<file path="config.mk">
export PLATFORM = sky130hd
export DESIGN_NAME = reservedRegs
export DESIGN_NICKNAME = d
export VERILOG_FILES = /design/src/source/fabricPkg.sv /design/src/source/reservedRegs.sv
export SDC_FILE = /design/constraint.sdc
export NUM_CORES = 1
export LEC_CHECK = 0
export BUFFER_PORTS_ARGS = -buffer_cell sky130_fd_sc_hd__clkbuf_2
export CAP_MARGIN = 20
export CORE_AREA = 5 5 42 44
export CTS_CLUSTER_SIZE = 10
export DETAILED_ROUTE_END_ITERATION = 10
export DIE_AREA = 0 0 47 49
export HOLD_SLACK_MARGIN = 0.06
export PLACE_DENSITY = 0.69
export SETUP_SLACK_MARGIN = 0.15
export SLEW_MARGIN = 20
export SYNTH_ARGS = -nofsm -noshare
export SYNTH_HDL_FRONTEND = slang
export SYNTH_SLANG_ARGS = --single-unit
</file>
<file path="constraint.sdc">
create_clock -name wbClk_i -period 1.44 [get_ports wbClk_i]
set_input_delay 0.216 -clock wbClk_i [delete_from_list [all_inputs] [get_ports wbClk_i]]
set_output_delay 0.216 -clock wbClk_i [all_outputs]
set_load 0.02 [all_outputs]
</file>
<file path="src/source/fabricPkg.sv">
`default_nettype none

package fabricPkg;

    // ------------------------------------------------------------
    // Bus types
    // ------------------------------------------------------------
    typedef logic [31:0] busData_t;
    typedef logic [3:0]  byteStb_t;
    typedef logic [7:0]  gpio_t;
    typedef logic [3:0]  regionId_t;

    // Address seen as region / word / byte, or as one flat byte address
    typedef struct packed {
        regionId_t   region;
        logic [10:0] wordOff;
        logic [1:0]  byteSel;
    } busAddrFields_t;

    typedef union packed {
        logic [16:0]    flat;
        busAddrFields_t fields;
    } busAddr_t;

    // ------------------------------------------------------------
    // Memory map, 8 KB regions
    // ------------------------------------------------------------
    localparam regionId_t REGION_REGS     = 4'd0;
    localparam regionId_t REGION_RAM      = 4'd1;
    localparam regionId_t REGION_RESERVED = 4'd6;

    // Register bank word offsets
    localparam logic [4:0] REG_ID       = 5'h0;
    localparam logic [4:0] REG_REV      = 5'h1;
    localparam logic [4:0] REG_GPIO_IN  = 5'h2;
    localparam logic [4:0] REG_GPIO_OUT = 5'h3;
    localparam logic [4:0] REG_GPIO_OE  = 5'h4;

    // Reserved block word offsets
    localparam logic [6:0] RSV_CUST_PROD = 7'h7E;
    localparam logic [6:0] RSV_REVISIONS = 7'h7F;

    // Identification values
    localparam busData_t    FABRIC_ID_VALUE  = 32'hFAB1_0001;
    localparam busData_t    FABRIC_REV_VALUE = 32'h0000_0100;
    localparam logic [7:0]  RSV_CUSTOMER_ID  = 8'h01;
    localparam logic [7:0]  RSV_PRODUCT_ID   = 8'h00;
    localparam logic [15:0] RSV_MAJOR_REV    = 16'h0001;
    localparam logic [15:0] RSV_MINOR_REV    = 16'h0000;

    // Fill patterns, one per kind of bad access
    localparam busData_t REG_FILL_VALUE   = 32'hFABDEFAC;
    localparam busData_t RSV_FILL_VALUE   = 32'hDEFFABAC;
    localparam busData_t BAD_ACCESS_VALUE = 32'hBADFABAC;

    localparam int TIMEOUT_CYCLES = 7;
    localparam int TIMEOUT_WIDTH  = 3;

    localparam int RAM_DEPTH      = 256;
    localparam int RAM_ADDR_WIDTH = 8;

endpackage

`default_nettype wire

</file>
<file path="src/source/reservedRegs.sv">
`timescale 1ns/1ps
`default_nettype none

module reservedRegs
(
    input  wire                 wbClk_i,
    input  wire                 rst_i,
    input  wire                 sel_i,
    input  wire [6:0]           wordOff_i,

    output logic                ack_o,
    output fabricPkg::busData_t rdDat_o
);

    import fabricPkg::*;

    logic access;

    // Writes are acked like reads and have no effect
    assign access = sel_i & ~ack_o;

    always_ff @(posedge wbClk_i)
    begin
        if (rst_i)
        begin
            ack_o <= 1'b0;
        end
        else
        begin
            ack_o <= access;
        end
    end

    always_ff @(posedge wbClk_i)
    begin
        if (access)
        begin
            case (wordOff_i)
                RSV_CUST_PROD: rdDat_o <= {RSV_CUSTOMER_ID, RSV_PRODUCT_ID, 16'h0};
                RSV_REVISIONS: rdDat_o <= {RSV_MAJOR_REV, RSV_MINOR_REV};
                default:       rdDat_o <= RSV_FILL_VALUE;
            endcase
        end
    end

endmodule

`default_nettype wire

</file>
==> results by stage <==
Pwr:
- Net switching is 28.7% of the power.
- Per report_power, the sequential group accounts for 36.5% of the total.
- VDD sags by at most 0.381 mV.
- Of the total power, the clock network draws 43.2%.
- In this run the power density over the cells is 879 nW/um2.
- The leakage power total is 0.000221 uW.
- The combinational cell fraction of total power is 20.2%.
- Internal power comes to 253 uW.
- In this run the power spent charging and discharging nets is 102 uW.

Logic synthesis:
- The number of warning messages in the yosys log is 0.
- In the synthesized netlist, the cells that appear most often are sky130_fd_sc_hd__buf_4 (29), sky130_fd_sc_hd__edfxtp_1 (3), sky130_fd_sc_hd__nor2b_1 (2).
- The number of distinct library cell variants in the gate-level netlist after synthesis is 10.
- For this run, the leading register cell type out of synthesis is sky130_fd_sc_hd__edfxtp_1.
- Yosys instantiated no cell more often than sky130_fd_sc_hd__buf_4.
- After synthesis, the largest area contributor takes up 58.6% of total cell area.
- Dividing the synthesized area by the synthesized cell count gives 9.06 um2.
- Yosys mapped a number of flops with a built-in enable equal to 3.
- Yosys attributes the largest share of cell area to sky130_fd_sc_hd__buf_4 (59%), sky130_fd_sc_hd__edfxtp_1 (24%), sky130_fd_sc_hd__dfxtp_1 (5.4%).
- Of the synthesized area, sequential elements account for 29.6%.
- The fraction of synthesis flops using an asynchronous set or reset pin is 0%.
- The synthesized area is 372 um2.
- Summed over all instances, the cell type with the most area after synthesis is sky130_fd_sc_hd__buf_4.
- The number of synthesized register bits is 4.
- The cell count after synthesis came out at 41.

Global route:
- The initial antenna violation count was 0.
- The maximum number of pins on one net before global-route repair is 23.
- The aggregate global-route resource usage is 5.65%.
- The global-route wire length before repair is 897 um.
- After global routing the overflow that remains totals 0.
- The via count of the first global-routing pass is 233.

Setup path:
- STA classifies the critical path startpoint as a register.
- Counting cells, the worst reg-to-reg path comes to 1.
- The capturing element type of the critical path is an output pin.
- The worst path buffer plus inverter count is 2.
- Of all nets on the critical path, the largest fanout is 22.
- The signal arrival time at the worst endpoint is 960 ps.
- The register-to-register setup slack is 540 ps.
- The critical path in this run is classified as reg -> out.
- The standard cell with the maximum stage delay on the critical path is sky130_fd_sc_hd__edfxtp_1.
- The end of the worst register-to-register path is rdDat_o[16]$_DFFE_PP_.
- In this design, the stage delay of the slowest critical-path cell is 310 ps.
- The gate family responsible for the most delay along the worst path is buffers and inverters.
- The required time of the critical path is 1220 ps.
- Walking the worst path, the cells encountered are buf_4 -> clkbuf_2.
- In this run the critical register-to-register path is launched from ack_o$_SDFF_PP0_.

Layout:
- The net count of the finished layout is 69.
- Cells fill 28.8% of the core in the end.
- The repair_antennas step left the layout with diodes totalling 0.
- The layout overhead on the synthesized area is 8.75%.
- The finished cells cover 404 um2.
- In the final layout, the share of cells above drive strength 1 is 67.2%.

Routing:
- The routed layout has 260 vias.
- The total length of routed met3 wires is 132 um.
- The residual DRC count is 0.
- The number of nets with antenna violations after routing is 0.
- The final wirelength is 642 um.
- After detailed routing, the average wire length per cell comes to 8.68 um.
- In this run, the number of DRC markers left after iteration 0 of detailed routing was 0.
- The vias per cell is 3.51.
- For this run, the detailed router's first-pass iteration total came to 1.
- The routed length on met1 is 180 um.
- In the detailed route, the total length drawn on met2 is 329 um.
- The highest routing layer actually used is met3.

Clock tree:
- The post-cts repair resize count is 0.
- The clock transition time at the flip-flop clock pins of the worst setup and hold paths is 40 ps.
- The TritonCTS sink count is 4.
- The TritonCTS clock tree is done.
- The number of buffers inserted for hold repair after clock tree synthesis is 0.
- In this run the deepest clock path goes through 2 buffers.
- The insertion delay of the later-clocked pin in the worst-skew pair is 240 ps.
- CTS built an H-tree with a depth of 1.
- The number of buffers added for setup after CTS is 0.
- The root buffer cell is sky130_fd_sc_hd__clkbuf_4.
- In this run, CTS created clock tree buffers numbering 3.

Min path:
- The endpoint with the worst hold slack is ack_o$_SDFF_PP0_.
- The worst hold path was traced through 2 stages.
- In this run the most critical hold path is launched from rst_i.
- The worst min-delay path category is in -> reg.

STA:
- Summed over all failing endpoints, the final setup total negative slack is 0 ps.
- The maximum clock rate is 849 MHz.
- The final setup skew is 8.72 ps.
- Setup repair after global routing left no endpoint under its margin.
- The number of slew-limit violations in the final report is 0.
- Setup violations remaining at the end of the flow were counted as 0.
- The minimum clock period is 1180 ps.
- The total count of hold-check failures in the final report is 0.
- Of the available clock period, the critical path in the final layout requires 81.8%.

Floorplan:
- The floorplan step defined a core boundary enclosing 1400 um2.
- The die area is 2300 um2.
- In this run the count of I/O pins placed on the die edge is 43.
- The floorplan step set the die width to 47 um.
- After floorplanning, the core was divided into 14 placement rows.
- The starting density of the core is 26.5%.
- The chip height is 49 um.

Placed design:
- In this run the tool buffered the top-level ports with 34 buffer cells.
- The global placer's final weighted congestion is 0.685.
- The placed instances occupy a cell area of 378 um2.

Job:
- Max-cap violations in this run came to 0.

Status:
- The flow ran to the end, and the final reports show no timing, DRC or antenna violations.
## power groups by stage
stage	Clock [uW]	Sequential [uW]	Combinational, uW
6_report	154	130	71.9
5_1_grt	163	130	78.0
4_1_cts	161	130	71.9
3_5_place_dp	0	132	71.7
3_3_place_gp	0	131	70.9
2_1_floorplan	0	138	68.7
## stage by stage
step / power (uW) / hold slack, ps / setup slack (ps) / instances
floorplan: 207 / 288 / 227 / 48
global placement: 202 / 373 / 431 / 70
detailed placement: 203 / 378 / 393 / 70
CTS: 363 / 130 / 235 / 74
global route: 371 / 146 / 194 / 74
finish: 355 / 137 / 262 / 74
## registers in the layout, summed over array words and instances, names as in the netlist
signal / flops
ack_o: 1
rdDat_o: 3
## cells in the final DEF, fill, tap and decap left out, types with 2 or more instances in the layout
master / instances
sky130_fd_sc_hd__clkbuf_4: 3
sky130_fd_sc_hd__conb_1: 8
sky130_fd_sc_hd__clkbuf_2: 34
sky130_fd_sc_hd__nor2b_1: 2
sky130_fd_sc_hd__edfxtp_1: 3
## layout make-up
| class | instances | area (um2) |
|---|---|---|
| fillers | 162 | 997 |
| repair buffers | 35 | 178 |
| flip-flops and latches | 4 | 110 |
| multi-input cells | 15 | 70.1 |
| clock buffers | 4 | 26.3 |
| well taps | 16 | 20.0 |
## cells by family (layout without fill, tap and decap cells)
logic type | Yosys count | count (layout) | share of synthesized area, %
other | 1 | 8 | 1.01
buffers and inverters | 29 | 39 | 58.6
flip-flops | 4 | 4 | 29.6
AND/OR/NAND/NOR | 7 | 7 | 10.8
## worst max-delay path by stage
stage	startpoint	endpoint	slack, ps	depth (start not counted)
global route	rdDat_o[30]$_DFFE_PP_	rdDat_o[19]	190	2
finish	rdDat_o[30]$_DFFE_PP_	rdDat_o[2]	260	2
detailed placement	wordOff_i[1]	rdDat_o[16]$_DFFE_PP_	390	3
CTS	rdDat_o[30]$_DFFE_PP_	rdDat_o[2]	240	2
floorplan	rdDat_o[30]$_DFFE_PP_	rdDat_o[11]	230	1
global placement	wordOff_i[1]	rdDat_o[16]$_DFFE_PP_	430	3
## per-layer routing
| layer | vias up | GRT usage [%] |
|---|---|---|
| met5 | - | 0 |
| met4 | 0 | 6.91 |
| met3 | 0 | 1.85 |
| met2 | 25 | 9.28 |
| met1 | 108 | 4.20 |
| li1 | 127 | - |
Power figures use the tool's default switching activity.
