### src/source/fabricPkg.sv
`default_nettype none

package fabricPkg;

    // ------------------------------------------------------------
    // Bus types
    // ------------------------------------------------------------
    typedef logic [31:0] busData_t;
    typedef logic [3:0]  byteStb_t;
    typedef logic [7:0]  gpio_t;
    typedef logic [3:0]  regionId_t;

    // Address seen as region / word / byte, or as one flat byte address
    typedef struct packed {
        regionId_t   region;
        logic [10:0] wordOff;
        logic [1:0]  byteSel;
    } busAddrFields_t;

    typedef union packed {
        logic [16:0]    flat;
        busAddrFields_t fields;
    } busAddr_t;

    // ------------------------------------------------------------
    // Memory map, 8 KB regions
    // ------------------------------------------------------------
    localparam regionId_t REGION_REGS     = 4'd0;
    localparam regionId_t REGION_RAM      = 4'd1;
    localparam regionId_t REGION_RESERVED = 4'd6;

    // Register bank word offsets
    localparam logic [4:0] REG_ID       = 5'h0;
    localparam logic [4:0] REG_REV      = 5'h1;
    localparam logic [4:0] REG_GPIO_IN  = 5'h2;
    localparam logic [4:0] REG_GPIO_OUT = 5'h3;
    localparam logic [4:0] REG_GPIO_OE  = 5'h4;

    // Reserved block word offsets
    localparam logic [6:0] RSV_CUST_PROD = 7'h7E;
    localparam logic [6:0] RSV_REVISIONS = 7'h7F;

    // Identification values
    localparam busData_t    FABRIC_ID_VALUE  = 32'hFAB1_0001;
    localparam busData_t    FABRIC_REV_VALUE = 32'h0000_0100;
    localparam logic [7:0]  RSV_CUSTOMER_ID  = 8'h01;
    localparam logic [7:0]  RSV_PRODUCT_ID   = 8'h00;
    localparam logic [15:0] RSV_MAJOR_REV    = 16'h0001;
    localparam logic [15:0] RSV_MINOR_REV    = 16'h0000;

    // Fill patterns, one per kind of bad access
    localparam busData_t REG_FILL_VALUE   = 32'hFABDEFAC;
    localparam busData_t RSV_FILL_VALUE   = 32'hDEFFABAC;
    localparam busData_t BAD_ACCESS_VALUE = 32'hBADFABAC;

    localparam int TIMEOUT_CYCLES = 7;
    localparam int TIMEOUT_WIDTH  = 3;

    localparam int RAM_DEPTH      = 256;
    localparam int RAM_ADDR_WIDTH = 8;

endpackage

`default_nettype wire

### src/source/fabricRegisters.sv
`timescale 1ns/1ps
`default_nettype none

module fabricRegisters
(
    input  wire                  wbClk_i,
    input  wire                  rst_i,
    input  wire                  sel_i,
    input  wire                  we_i,
    input  wire [4:0]            wordOff_i,
    input  wire fabricPkg::byteStb_t byteStb_i,
    input  wire fabricPkg::busData_t wrDat_i,
    input  wire fabricPkg::gpio_t    gpioIn_i,

    output logic                 ack_o,
    output fabricPkg::busData_t  rdDat_o,
    output fabricPkg::gpio_t     gpioOut_o,
    output fabricPkg::gpio_t     gpioOe_o
);

    import fabricPkg::*;

    gpio_t gpioMeta;
    gpio_t gpioSync;
    logic  access;
    logic  lane0Write;

    // One access per select, the ack cycle does not repeat it
    assign access     = sel_i & ~ack_o;
    assign lane0Write = access & we_i & byteStb_i[0];

    // ------------------------------------------------------------
    // Ack and GPIO control registers
    // ------------------------------------------------------------
    always_ff @(posedge wbClk_i)
    begin
        if (rst_i)
        begin
            ack_o     <= 1'b0;
            gpioOut_o <= '0;
            gpioOe_o  <= '0;
        end
        else
        begin
            ack_o <= access;
            if (lane0Write && (wordOff_i == REG_GPIO_OUT))
            begin
                gpioOut_o <= wrDat_i[7:0];
            end
            if (lane0Write && (wordOff_i == REG_GPIO_OE))
            begin
                gpioOe_o <= wrDat_i[7:0];
            end
        end
    end

    // Two-stage input synchronizer
    always_ff @(posedge wbClk_i)
    begin
        gpioMeta <= gpioIn_i;
        gpioSync <= gpioMeta;
    end

    // ------------------------------------------------------------
    // Registered read data
    // ------------------------------------------------------------
    always_ff @(posedge wbClk_i)
    begin
        if (access)
        begin
            case (wordOff_i)
                REG_ID:       rdDat_o <= FABRIC_ID_VALUE;
                REG_REV:      rdDat_o <= FABRIC_REV_VALUE;
                REG_GPIO_IN:  rdDat_o <= {24'h0, gpioSync};
                REG_GPIO_OUT: rdDat_o <= {24'h0, gpioOut_o};
                REG_GPIO_OE:  rdDat_o <= {24'h0, gpioOe_o};
                default:      rdDat_o <= REG_FILL_VALUE;
            endcase
        end
    end

endmodule

`default_nettype wire

### config.mk
export PLATFORM = sky130hd
export DESIGN_NAME = fabricRegisters
export DESIGN_NICKNAME = d
export VERILOG_FILES = /design/src/source/fabricPkg.sv /design/src/source/fabricRegisters.sv
export SDC_FILE = /design/constraint.sdc
export NUM_CORES = 1
export LEC_CHECK = 0
export ABC_AREA = 1
export BUFFER_PORTS_ARGS = -buffer_cell sky130_fd_sc_hd__buf_2
export CAP_MARGIN = 20
export CORE_AREA = 10 10 92 62
export DETAILED_ROUTE_END_ITERATION = 8
export DIE_AREA = 0 0 102 72
export GPL_TIMING_DRIVEN = 1
export PLACE_DENSITY_LB_ADDON = 0.05
export SLEW_MARGIN = 10
export SYNTH_ARGS = -nofsm -noshare
export SYNTH_HDL_FRONTEND = slang
export SYNTH_SLANG_ARGS = --single-unit
### constraint.sdc
create_clock -name wbClk_i -period 2.84 [get_ports wbClk_i]
set_input_delay 0.852 -clock wbClk_i [delete_from_list [all_inputs] [get_ports wbClk_i]]
set_output_delay 0.852 -clock wbClk_i [all_outputs]
set_load 0.02 [all_outputs]
==> flow_metrics.env <==
export IMPL_vias=1428
export IMPL_min_from="gpioMeta[4]"
export IMPL_setup_tns_final_ns=0
export IMPL_grt_max_degree=17
export IMPL_start_util_pct=45.9
export IMPL_postRouteAntennaNets=0
export IMPL_r2r_start="ack_o"
export IMPL_ctsResizeCount=0
export IMPL_root_buffer="clkbuf_8"
export IMPL_clkSlewWorstSetupHoldPaths_ns=0.08
export IMPL_finalHoldViolations=0
export IMPL_status="finished clean"
export IMPL_hold_class="reg2reg"
export IMPL_syn2layout_area_growth_pct=17.7
export IMPL_layout_common_cells="buf_2, nand2_1, nor2_1"
export IMPL_htree_levels=2
export IMPL_portBuffers=69
export IMPL_clkPwrFrac_pct=34.3
export IMPL_wl_per_cell_um=13.4
export IMPL_final_common_cell="buf_2"
export IMPL_holdBufCountCts=0
export IMPL_cp_slowest_cell="edfxtp_1"
export IMPL_grt_pass1_wl_um=6440
export IMPL_drc_errors=0
export IMPL_drive_above_1_share_pct=35.7
export IMPL_dieArea_um2=7340
export IMPL_swShare_pct=25.4
export IMPL_core_area_um2=4010
export IMPL_peakVddDrop_mv=0.354
export IMPL_p_int_uw=897
export IMPL_antenna_found_initial=0
export IMPL_clk_latency_ns=0.30
export IMPL_overflow=0
export IMPL_place_congestion=0.739
export IMPL_num_antenna_cells=0
export IMPL_io_pins=102
export IMPL_routed_wl_um=4190
export IMPL_dp_hpwl_um=3250
export IMPL_ys_seq_area_share_pct=53.8
export IMPL_clockBufferDepth=2
export IMPL_yosys_warnings=0
export IMPL_cts_sinks=44
export IMPL_p_seq_share_pct=55.8
export IMPL_avgViaCountPerCell=4.56
export IMPL_nFillCells=407
export IMPL_maxCapViolCount=0
export IMPL_p_sw_uw=305
export IMPL_synth_seq_cells=44
export IMPL_p_per_area_nw_per_um2=555
export IMPL_crit_buf_inv=1
export IMPL_cts_tree="yes"
export IMPL_rows=18
export IMPL_period_minus_slack_ns=1.82
export IMPL_timing_final_crit_share_pct=64.2
export IMPL_cts_buffers=5
export IMPL_worst_ep_arrival_time_ns=0.97
export IMPL_slew_viol_final=0
export IMPL_syn_area_um2=1840
export IMPL_cp_max_fo=10
export IMPL_critical_path_top_delay_family="flip-flops"
export IMPL_critPathKind="reg2out"
export IMPL_firstDrtPassIters=4
export IMPL_postSynthCellCount=208
export IMPL_fmax_mhz=548
export IMPL_rsz0062_at_grt="no"
export IMPL_synth_distinct_cells=17
export IMPL_crit_required_ns=1.99
export IMPL_reg2reg_slack_ns=1.50
export IMPL_grt_usage_pct=11.0
export IMPL_die_w_um=102
export IMPL_maxSlewHeadroom_pct=57.5
export IMPL_postCtsSetupBuffers=0
export IMPL_power_leakage_uw=0.000980
export IMPL_drt_iter0_drc=64
export IMPL_place_inst=305
export IMPL_critPathCaptureType="primary output"
export IMPL_nNetsFinal=315
export IMPL_grt_pass1_vias=1346
export IMPL_crit_path_start_kind="register"
export IMPL_setup_viol=0
export IMPL_slowest_delay_ns=0.48
export IMPL_startpoint="rdDat_o[30]"
export IMPL_avgSynthCellArea_um2=8.85
export IMPL_worstMarginPinSlew_ns=0.636
export IMPL_clock_skew_ns=0.00737
export IMPL_chipHeight_um=72
export IMPL_comb_power_share_pct=9.8
export IMPL_finalNonFillerCells=313
export IMPL_cp_cell_sequence="buf_2"
## layer usage
layer | part of all wire [%] | track usage (%)
met5 | 0 | 0
met4 | 0.98 | 4.21
met3 | 11 | 5.96
met2 | 43 | 16.1
met1 | 45 | 13.4
## final cells by class
| class | instances | area (um2) | area share, % |
|---|---|---|---|
| Sequential cell | 44 | 991 | 45.8 |
| Timing Repair Buffer | 69 | 345 | 15.9 |
| Tap cell | 50 | 62.6 | 2.89 |
| Inverter | 17 | 63.8 | 2.95 |
| Multi-Input combinational cell | 125 | 606 | 28.0 |
| Clock inverter | 2 | 15.0 | 0.693 |
| Clock buffer | 6 | 82.6 | 3.81 |
## cells by family (layout without fill, tap and decap cells)
logic type / Yosys count / count (layout) / share of synthesized area, %
DFF: 44 / 44 / 53.8
buffers and inverters: 43 / 94 / 14.1
other: 1 / 5 / 0.204
AOI/OAI and AO/OA: 1 / 1 / 0.408
and+or+nand+nor: 119 / 119 / 31.5
## flip-flops by register name (all words and copies together) (netlist names)
signal and count:
rdDat_o 11, gpioMeta 8, gpioOe_o 8, gpioOut_o 8
gpioSync 8, ack_o 1
## power by group through the flow
stage	Sequential (uW)	Combinational [uW]	Clock, uW
floorplan	697	79.7	0
global placement	686	119	0
detailed placement	686	120	0
CTS	672	120	424
global route	674	130	456
finish	671	118	413
## per-stage QoR
stage / cell area [um2] / hold WS (ns) / utilization (%) / setup WS, ns / power (uW)
after floorplan: 1860 / 0.310 / - / 1.13 / 777
after global placement: 2070 / 0.311 / 51.6 / 0.726 / 805
after detailed placement: 2070 / 0.312 / 51.6 / 0.692 / 806
after CTS: 2170 / 0.331 / 54.0 / 0.992 / 1210
after global routing: 2170 / 0.339 / 54.0 / 0.887 / 1260
final: 2170 / 0.330 / 54.0 / 1.02 / 1200
## path summary, 6_finish.rpt
kind                            depth (start not counted)     endpoint
worst max-delay path                                    1  rdDat_o[20]
worst min-delay path                                    0  gpioSync[4]
worst max register to register                          6  gpioOe_o[0]
worst min register to register                          0  gpioSync[4]
## synth_stat cells
| cell | number | area share, % |
|---|---|---|
| nor2_4 | 6 | 3.7 |
| o211ai_1 | 1 | 0.41 |
| edfxtp_1 | 11 | 18 |
| inv_2 | 4 | 0.82 |
| buf_1 | 1 | 0.20 |
| buf_6 | 1 | 0.61 |
| nand4_1 | 12 | 4.1 |
| dfxtp_1 | 33 | 36 |
| nand2_1 | 40 | 8.2 |
| conb_1 | 1 | 0.20 |
| nor2_2 | 2 | 0.68 |
| nand3_1 | 20 | 5.4 |
| nand2_2 | 1 | 0.34 |
| inv_1 | 13 | 2.7 |
| buf_4 | 24 | 9.8 |
| nor2_1 | 34 | 6.9 |
| nand3_2 | 4 | 2.2 |
## worst register-to-register path, cell delays in order (launching register included)
cell,delay [ns]
dfxtp_1,0.33
inv_2,0.05
nand2_1,0.08
nor2_2,0.51
nand3_1,0.15
nand2_1,0.08
nor2_1,0.05
No activity file was read; power rests on OpenSTA's default activity.
