### src/source/fabricPkg.sv
`default_nettype none

package fabricPkg;

    // ------------------------------------------------------------
    // Bus types
    // ------------------------------------------------------------
    typedef logic [31:0] busData_t;
    typedef logic [3:0]  byteStb_t;
    typedef logic [7:0]  gpio_t;
    typedef logic [3:0]  regionId_t;

    // Address seen as region / word / byte, or as one flat byte address
    typedef struct packed {
        regionId_t   region;
        logic [10:0] wordOff;
        logic [1:0]  byteSel;
    } busAddrFields_t;

    typedef union packed {
        logic [16:0]    flat;
        busAddrFields_t fields;
    } busAddr_t;

    // ------------------------------------------------------------
    // Memory map, 8 KB regions
    // ------------------------------------------------------------
    localparam regionId_t REGION_REGS     = 4'd0;
    localparam regionId_t REGION_RAM      = 4'd1;
    localparam regionId_t REGION_RESERVED = 4'd6;

    // Register bank word offsets
    localparam logic [4:0] REG_ID       = 5'h0;
    localparam logic [4:0] REG_REV      = 5'h1;
    localparam logic [4:0] REG_GPIO_IN  = 5'h2;
    localparam logic [4:0] REG_GPIO_OUT = 5'h3;
    localparam logic [4:0] REG_GPIO_OE  = 5'h4;

    // Reserved block word offsets
    localparam logic [6:0] RSV_CUST_PROD = 7'h7E;
    localparam logic [6:0] RSV_REVISIONS = 7'h7F;

    // Identification values
    localparam busData_t    FABRIC_ID_VALUE  = 32'hFAB1_0001;
    localparam busData_t    FABRIC_REV_VALUE = 32'h0000_0100;
    localparam logic [7:0]  RSV_CUSTOMER_ID  = 8'h01;
    localparam logic [7:0]  RSV_PRODUCT_ID   = 8'h00;
    localparam logic [15:0] RSV_MAJOR_REV    = 16'h0001;
    localparam logic [15:0] RSV_MINOR_REV    = 16'h0000;

    // Fill patterns, one per kind of bad access
    localparam busData_t REG_FILL_VALUE   = 32'hFABDEFAC;
    localparam busData_t RSV_FILL_VALUE   = 32'hDEFFABAC;
    localparam busData_t BAD_ACCESS_VALUE = 32'hBADFABAC;

    localparam int TIMEOUT_CYCLES = 7;
    localparam int TIMEOUT_WIDTH  = 3;

    localparam int RAM_DEPTH      = 256;
    localparam int RAM_ADDR_WIDTH = 8;

endpackage

`default_nettype wire

### src/source/busDecoder.sv
`timescale 1ns/1ps
`default_nettype none

module busDecoder
(
    input  wire                  wbClk_i,
    input  wire                  rst_i,
    input  wire fabricPkg::busAddr_t wbAdr_i,
    input  wire                  wbCyc_i,
    input  wire                  wbStb_i,

    input  wire                  regAck_i,
    input  wire fabricPkg::busData_t regDat_i,
    input  wire                  ramAck_i,
    input  wire fabricPkg::busData_t ramDat_i,
    input  wire                  rsvAck_i,
    input  wire fabricPkg::busData_t rsvDat_i,

    output logic                 regSel_o,
    output logic                 ramSel_o,
    output logic                 rsvSel_o,
    output logic                 wbAck_o,
    output fabricPkg::busData_t  wbRdDat_o
);

    import fabricPkg::*;

    regionId_t                region;
    logic                     access;
    logic                     undecoded;
    logic                     timeoutAck;
    logic [TIMEOUT_WIDTH-1:0] timeoutCnt;

    // ------------------------------------------------------------
    // Region decode
    // ------------------------------------------------------------
    assign region = wbAdr_i.fields.region;
    assign access = wbCyc_i & wbStb_i;

    assign regSel_o  = access & (region == REGION_REGS);
    assign ramSel_o  = access & (region == REGION_RAM);
    assign rsvSel_o  = access & (region == REGION_RESERVED);
    assign undecoded = access & ~(regSel_o | ramSel_o | rsvSel_o);

    // ------------------------------------------------------------
    // Timeout for undecoded regions
    // ------------------------------------------------------------
    // Ack lands TIMEOUT_CYCLES cycles after the strobe rises
    always_ff @(posedge wbClk_i)
    begin
        if (rst_i)
        begin
            timeoutCnt <= '0;
            timeoutAck <= 1'b0;
        end
        else if (undecoded && !timeoutAck)
        begin
            if (timeoutCnt == TIMEOUT_WIDTH'(TIMEOUT_CYCLES - 1))
            begin
                timeoutCnt <= '0;
                timeoutAck <= 1'b1;
            end
            else
            begin
                timeoutCnt <= timeoutCnt + 1'b1;
            end
        end
        else
        begin
            // Idle, or the ack cycle itself
            timeoutCnt <= '0;
            timeoutAck <= 1'b0;
        end
    end

    // ------------------------------------------------------------
    // Acknowledge and read data merge
    // ------------------------------------------------------------
    assign wbAck_o = regAck_i | ramAck_i | rsvAck_i | timeoutAck;

    always_comb
    begin
        case (region)
            REGION_REGS:     wbRdDat_o = regDat_i;
            REGION_RAM:      wbRdDat_o = ramDat_i;
            REGION_RESERVED: wbRdDat_o = rsvDat_i;
            default:         wbRdDat_o = BAD_ACCESS_VALUE;
        endcase
    end

endmodule

`default_nettype wire

### config.mk
export PLATFORM = sky130hd
export DESIGN_NAME = busDecoder
export DESIGN_NICKNAME = d
export VERILOG_FILES = /design/src/source/fabricPkg.sv /design/src/source/busDecoder.sv
export SDC_FILE = /design/constraint.sdc
export NUM_CORES = 1
export LEC_CHECK = 0
export ABC_CLOCK_PERIOD_IN_PS = 1220
export BUFFER_PORTS_ARGS = -buffer_cell sky130_fd_sc_hd__buf_2
export CAP_MARGIN = 20
export CORE_ASPECT_RATIO = 1.1
export CORE_MARGIN = 1.5
export CORE_UTILIZATION = 31
export CTS_CLUSTER_DIAMETER = 120
export CTS_CLUSTER_SIZE = 40
export DETAILED_ROUTE_END_ITERATION = 6
export GPL_TIMING_DRIVEN = 0
export PLACE_DENSITY = 0.81
export SLEW_MARGIN = 20
export SYNTH_ARGS = -nofsm -noshare
export SYNTH_HDL_FRONTEND = slang
export SYNTH_SLANG_ARGS = --single-unit
### constraint.sdc
create_clock -name wbClk_i -period 1.22 [get_ports wbClk_i]
set_clock_uncertainty 0.2 [all_clocks]
set_input_delay 0.061 -clock wbClk_i [delete_from_list [all_inputs] [get_ports wbClk_i]]
set_output_delay 0.061 -clock wbClk_i [all_outputs]
set_load 0.01 [all_outputs]
==> flow_metrics.py <==
metrics = {
    "layout": {
        "fillCellCount": 311,
        "ratio_of_cells_with_drive_above_1_in_the_final_layout": 0.7000,
        "antenna_cells": 0,
        "finish.instance_area_um2": 2160,
        "area_growth_from_synthesis_to_final_layout_pct": 95.47,
        "num-nets-final": 414,
        "post_layout_nonfiller_instances": 338,
        "post-route-util": 0.6378,
    },
    "yosys": {
        "synthTopCellsByArea": "mux2i_1 (29%), o211ai_2 (19%), nand2_1 (12%)",
        "synth_register_bits": 4,
        "syn_inst": 137,
        "post_synth_mux_area_share": 0.2899,
        "synth-xor-area-share": 0,
        "syn_area_um2": 1105,
        "synth.top_cell.area_share": 0.2899,
        "synth.yosys.seq_area_share": 0.07248,
        "synth_fa_ha_area_frac": 0.02265,
        "yosys.cell_types.count": 21,
        "mappedNetlistNets": 259,
        "synth.avg_cell_area_um2": 8.064,
        "synthDominantAreaCellType": "mux2i_1",
        "simple_gate_share_of_the_synthesized_area": 0.2174,
        "dominant_combinational_cell_family_by_area_after_synthesis": "multiplexers",
        "compound_gate_portion_of_the_synthesized_area": 0.2741,
        "ys.warnings.count": 0,
    },
    "clock_network": {
        "cts_buffer_depth": 2,
        "cts-htree-levels": 1,
        "clk-insertion-delay-late_ns": 0.23,
        "cts.root.buffer_cell": "clkbuf_4",
        "cts_made_buffers": 3,
        "total_number_of_clock_tree_sinks": 4,
        "cts.clk_slew.worst_paths_ns": 0.04,
        "clock_tree_from_tritoncts": "built",
    },
    "pwr": {
        "leakagePower_nw": 1.108,
        "share_clk_of_total_power": 0.183,
        "pwr-share-comb": 0.666,
        "seq_power_share": 0.151,
        "internal_power_mw": 0.5770,
        "power.density_cell_area_nw_per_um2": 413.3,
        "power_switching_mw": 0.3156,
        "fin_total_pwr_mw": 0.8925,
        "peakVddDrop_uv": 520.7,
        "switching_share": 0.3536,
    },
    "sta": {
        "totalNegativeSetupSlack_ns": -5.986,
        "fin_hold_ws_ns": -0.02007,
        "timing.final.max_slew_violations": 0,
        "finalSetupViolations": 35,
        "hold_viol_final": 4,
        "tightest_slew_ns": 0.3097,
        "finalWorstSetupSlack_ns": -0.2192,
        "timing.max_slew.rel_slack": 0.7936,
        "timing.final.crit_share": 1.180,
        "max_clock_freq_mhz": 694.8,
        "setup_repair_after_global_routing_missed_its_margin": "yes",
        "finalCriticalPeriod_ns": 1.439,
    },
    "floorplan": {
        "initial_utilization": 0.3263,
        "placement_rows": 22,
        "fp.dieArea_um2": 3931,
        "core-area_um2": 3386,
        "die_h_um": 65.61,
        "die_width_um": 59.92,
        "top_level_ports": 156,
    },
    "status": {
        "violations": "negative hold slack, negative setup slack",
        "status": "complete, but fails checks",
    },
    "setup_path": {
        "start_kind": "input pin",
        "cp.buffers_inverters": 4,
        "cpMaxStageDelayCell": "or3_4",
        "reg2reg_depth": 5,
        "r2r-end": "timeoutCnt[2]",
        "crit_path_cell_trace": "buf_6 -> or3_4 -> buf_12 -> nand2_8 -> clkbuf_16 -> o211ai_2 -> buf_2",
        "critical-path-max-stage-delay_ns": 0.39,
        "critical_path_required_ns": 0.96,
        "worst_endpoint_data_arrival_time_ns": 1.18,
        "endpoint_kind": "output port",
        "cpLargestDelayFamily": "buffers and inverters",
        "reg2reg_slack_ns": 0.10,
        "path_max_fanout": 5,
        "setup.worst_path.class": "input pin to output port",
        "r2r-start": "timeoutCnt[0]",
    },
    "global_routing": {
        "grt_antenna_before_repair": 0,
        "pin_count_of_the_biggest_net_entering_global_routing": 11,
        "grt_overflow": 0,
        "combined_global_route_utilization_of_all_metal_layers": 0.1919,
        "via_count_of_the_first_global_routing_pass": 1445,
        "grt_first_pass_wirelength_um": 5940,
    },
    "drt": {
        "drt-pass1-iter-count": 3,
        "detail_route.wl_per_cell_um": 13.00,
        "detail_route.drc_violations": 0,
        "antenna_left": 0,
        "route.vias.total": 1631,
        "via_per_inst": 4.825,
        "totalWireLength_um": 4393,
        "drt_iter0_drc": 51,
    },
    "place": {
        "place.port_buffers": 141,
        "gpl.final_weighted_congestion": 0.7406,
        "detailed_place.area_um2": 1871,
        "pre_cts_slack_ns": -0.2612,
        "dp_hpwl_um": 3322,
        "dp_cells": 326,
    },
    "min_path": {
        "min_path_type": "input pin to register",
        "hold-path-cell-count": 4,
        "hold_path_origin": "rst_i",
        "hold-path-endpoint": "timeoutCnt[1]",
    },
    "run": {
        "drv.max_cap_violation_count": 0,
    },
}
==> registers in the layout (all words and copies together), names as in the netlist <==
signal      flops
timeoutCnt      3
timeoutAck      1
==> tightest hold or removal path, delay by kind of cell <==
| kind | cells | cell delay, ns |
|---|---|---|
| buffers and inverters | 1 | 0.08 |
| and+or+nand+nor | 3 | 0.23 |
==> placed cells by master, fill, tap and decap left out, drive strengths merged <==
| cell | instances |
|---|---|
| nor3b | 3 |
| nand4bb | 1 |
| nand2 | 35 |
| inv | 3 |
| nor3 | 2 |
| o211ai | 21 |
| ha | 2 |
| clkbuf | 5 |
| nor4bb | 1 |
| nand4b | 1 |
| mux2i | 32 |
| buf | 162 |
| or4 | 1 |
| a21oi | 1 |
| or3 | 1 |
| dfxtp | 4 |
| nor2 | 4 |
| o21ai | 11 |
==> how the worst max path moves through the flow <==
stage	startpoint	to	slack, ns	depth (start not counted)
after global placement	wbAdr_i[14]	wbRdDat_o[28]	-0.25	7
after floorplan	wbAdr_i[13]	wbRdDat_o[27]	0.01	6
after detailed placement	wbAdr_i[14]	wbRdDat_o[28]	-0.26	7
final	wbAdr_i[14]	wbRdDat_o[2]	-0.22	7
after global routing	wbAdr_i[14]	wbRdDat_o[2]	-0.24	7
after CTS	wbAdr_i[14]	wbRdDat_o[28]	-0.23	6
==> cell families after synthesis <==
logic type | after synthesis
AO/OA/AOI/OAI | 33
adder cells (fa/ha/maj) | 2
flip-flops | 4
buffers and inverters | 17
multiplexers | 32
AND/OR/NAND/NOR | 49
==> per-layer routing <==
| layer | track usage | routed length (um) | up-vias |
|---|---|---|---|
| li1 | - | - | 809 |
| met1 | 0.1929 | 1532 | 731 |
| met2 | 0.3886 | 2438 | 87 |
| met3 | 0.03346 | 389 | 4 |
| met4 | 0.04444 | 33 | 0 |
| met5 | 0 | 0 | - |
==> synthesized netlist by cell type <==
cell type	number
nand2_1	34
mux2i_1	32
o211ai_2	17
o21ai_1	11
buf_6	8
buf_2	4
dfxtp_1	4
nor2_1	4
o211ai_1	4
inv_1	3
nor3b_1	3
buf_4	2
ha_1	2
nor3_2	2
a21oi_1	1
nand2_4	1
nand4b_1	1
nand4bb_1	1
nor4bb_1	1
or3_1	1
or4_1	1
==> power by group through the flow <==
stage	Combinational, mW	Sequential [mW]	Clock, mW
2_1_floorplan	0.258	0.136	0
3_3_place_gp	0.498	0.136	0
3_5_place_dp	0.511	0.137	0
4_1_cts	0.556	0.135	0.171
5_1_grt	0.646	0.135	0.182
6_report	0.595	0.135	0.163
==> cell type report <==
| class | instances | area (um2) | area share |
|---|---|---|---|
| buffer | 14 | 181.4 | 0.08401 |
| clock buffer | 3 | 22.52 | 0.01043 |
| inverter | 3 | 11.26 | 0.005214 |
| multi-input combinational | 116 | 959.7 | 0.4444 |
| sequential | 4 | 82.58 | 0.03824 |
| tap | 48 | 60.06 | 0.02781 |
| timing repair buffer | 150 | 842.1 | 0.3899 |
==> timing repair <==
| item | CTS | global route |
|---|---|---|
| setup buffers | 2 | 0 |
| cloned | 5 | 2 |
| pin swaps | 7 | 7 |
| endpoints found under the setup margin | 36 | 36 |
| endpoints found under the hold margin | 4 | 0 |
| gates resized for setup | 25 | 14 |
No activity file was read; power rests on OpenSTA's default activity.
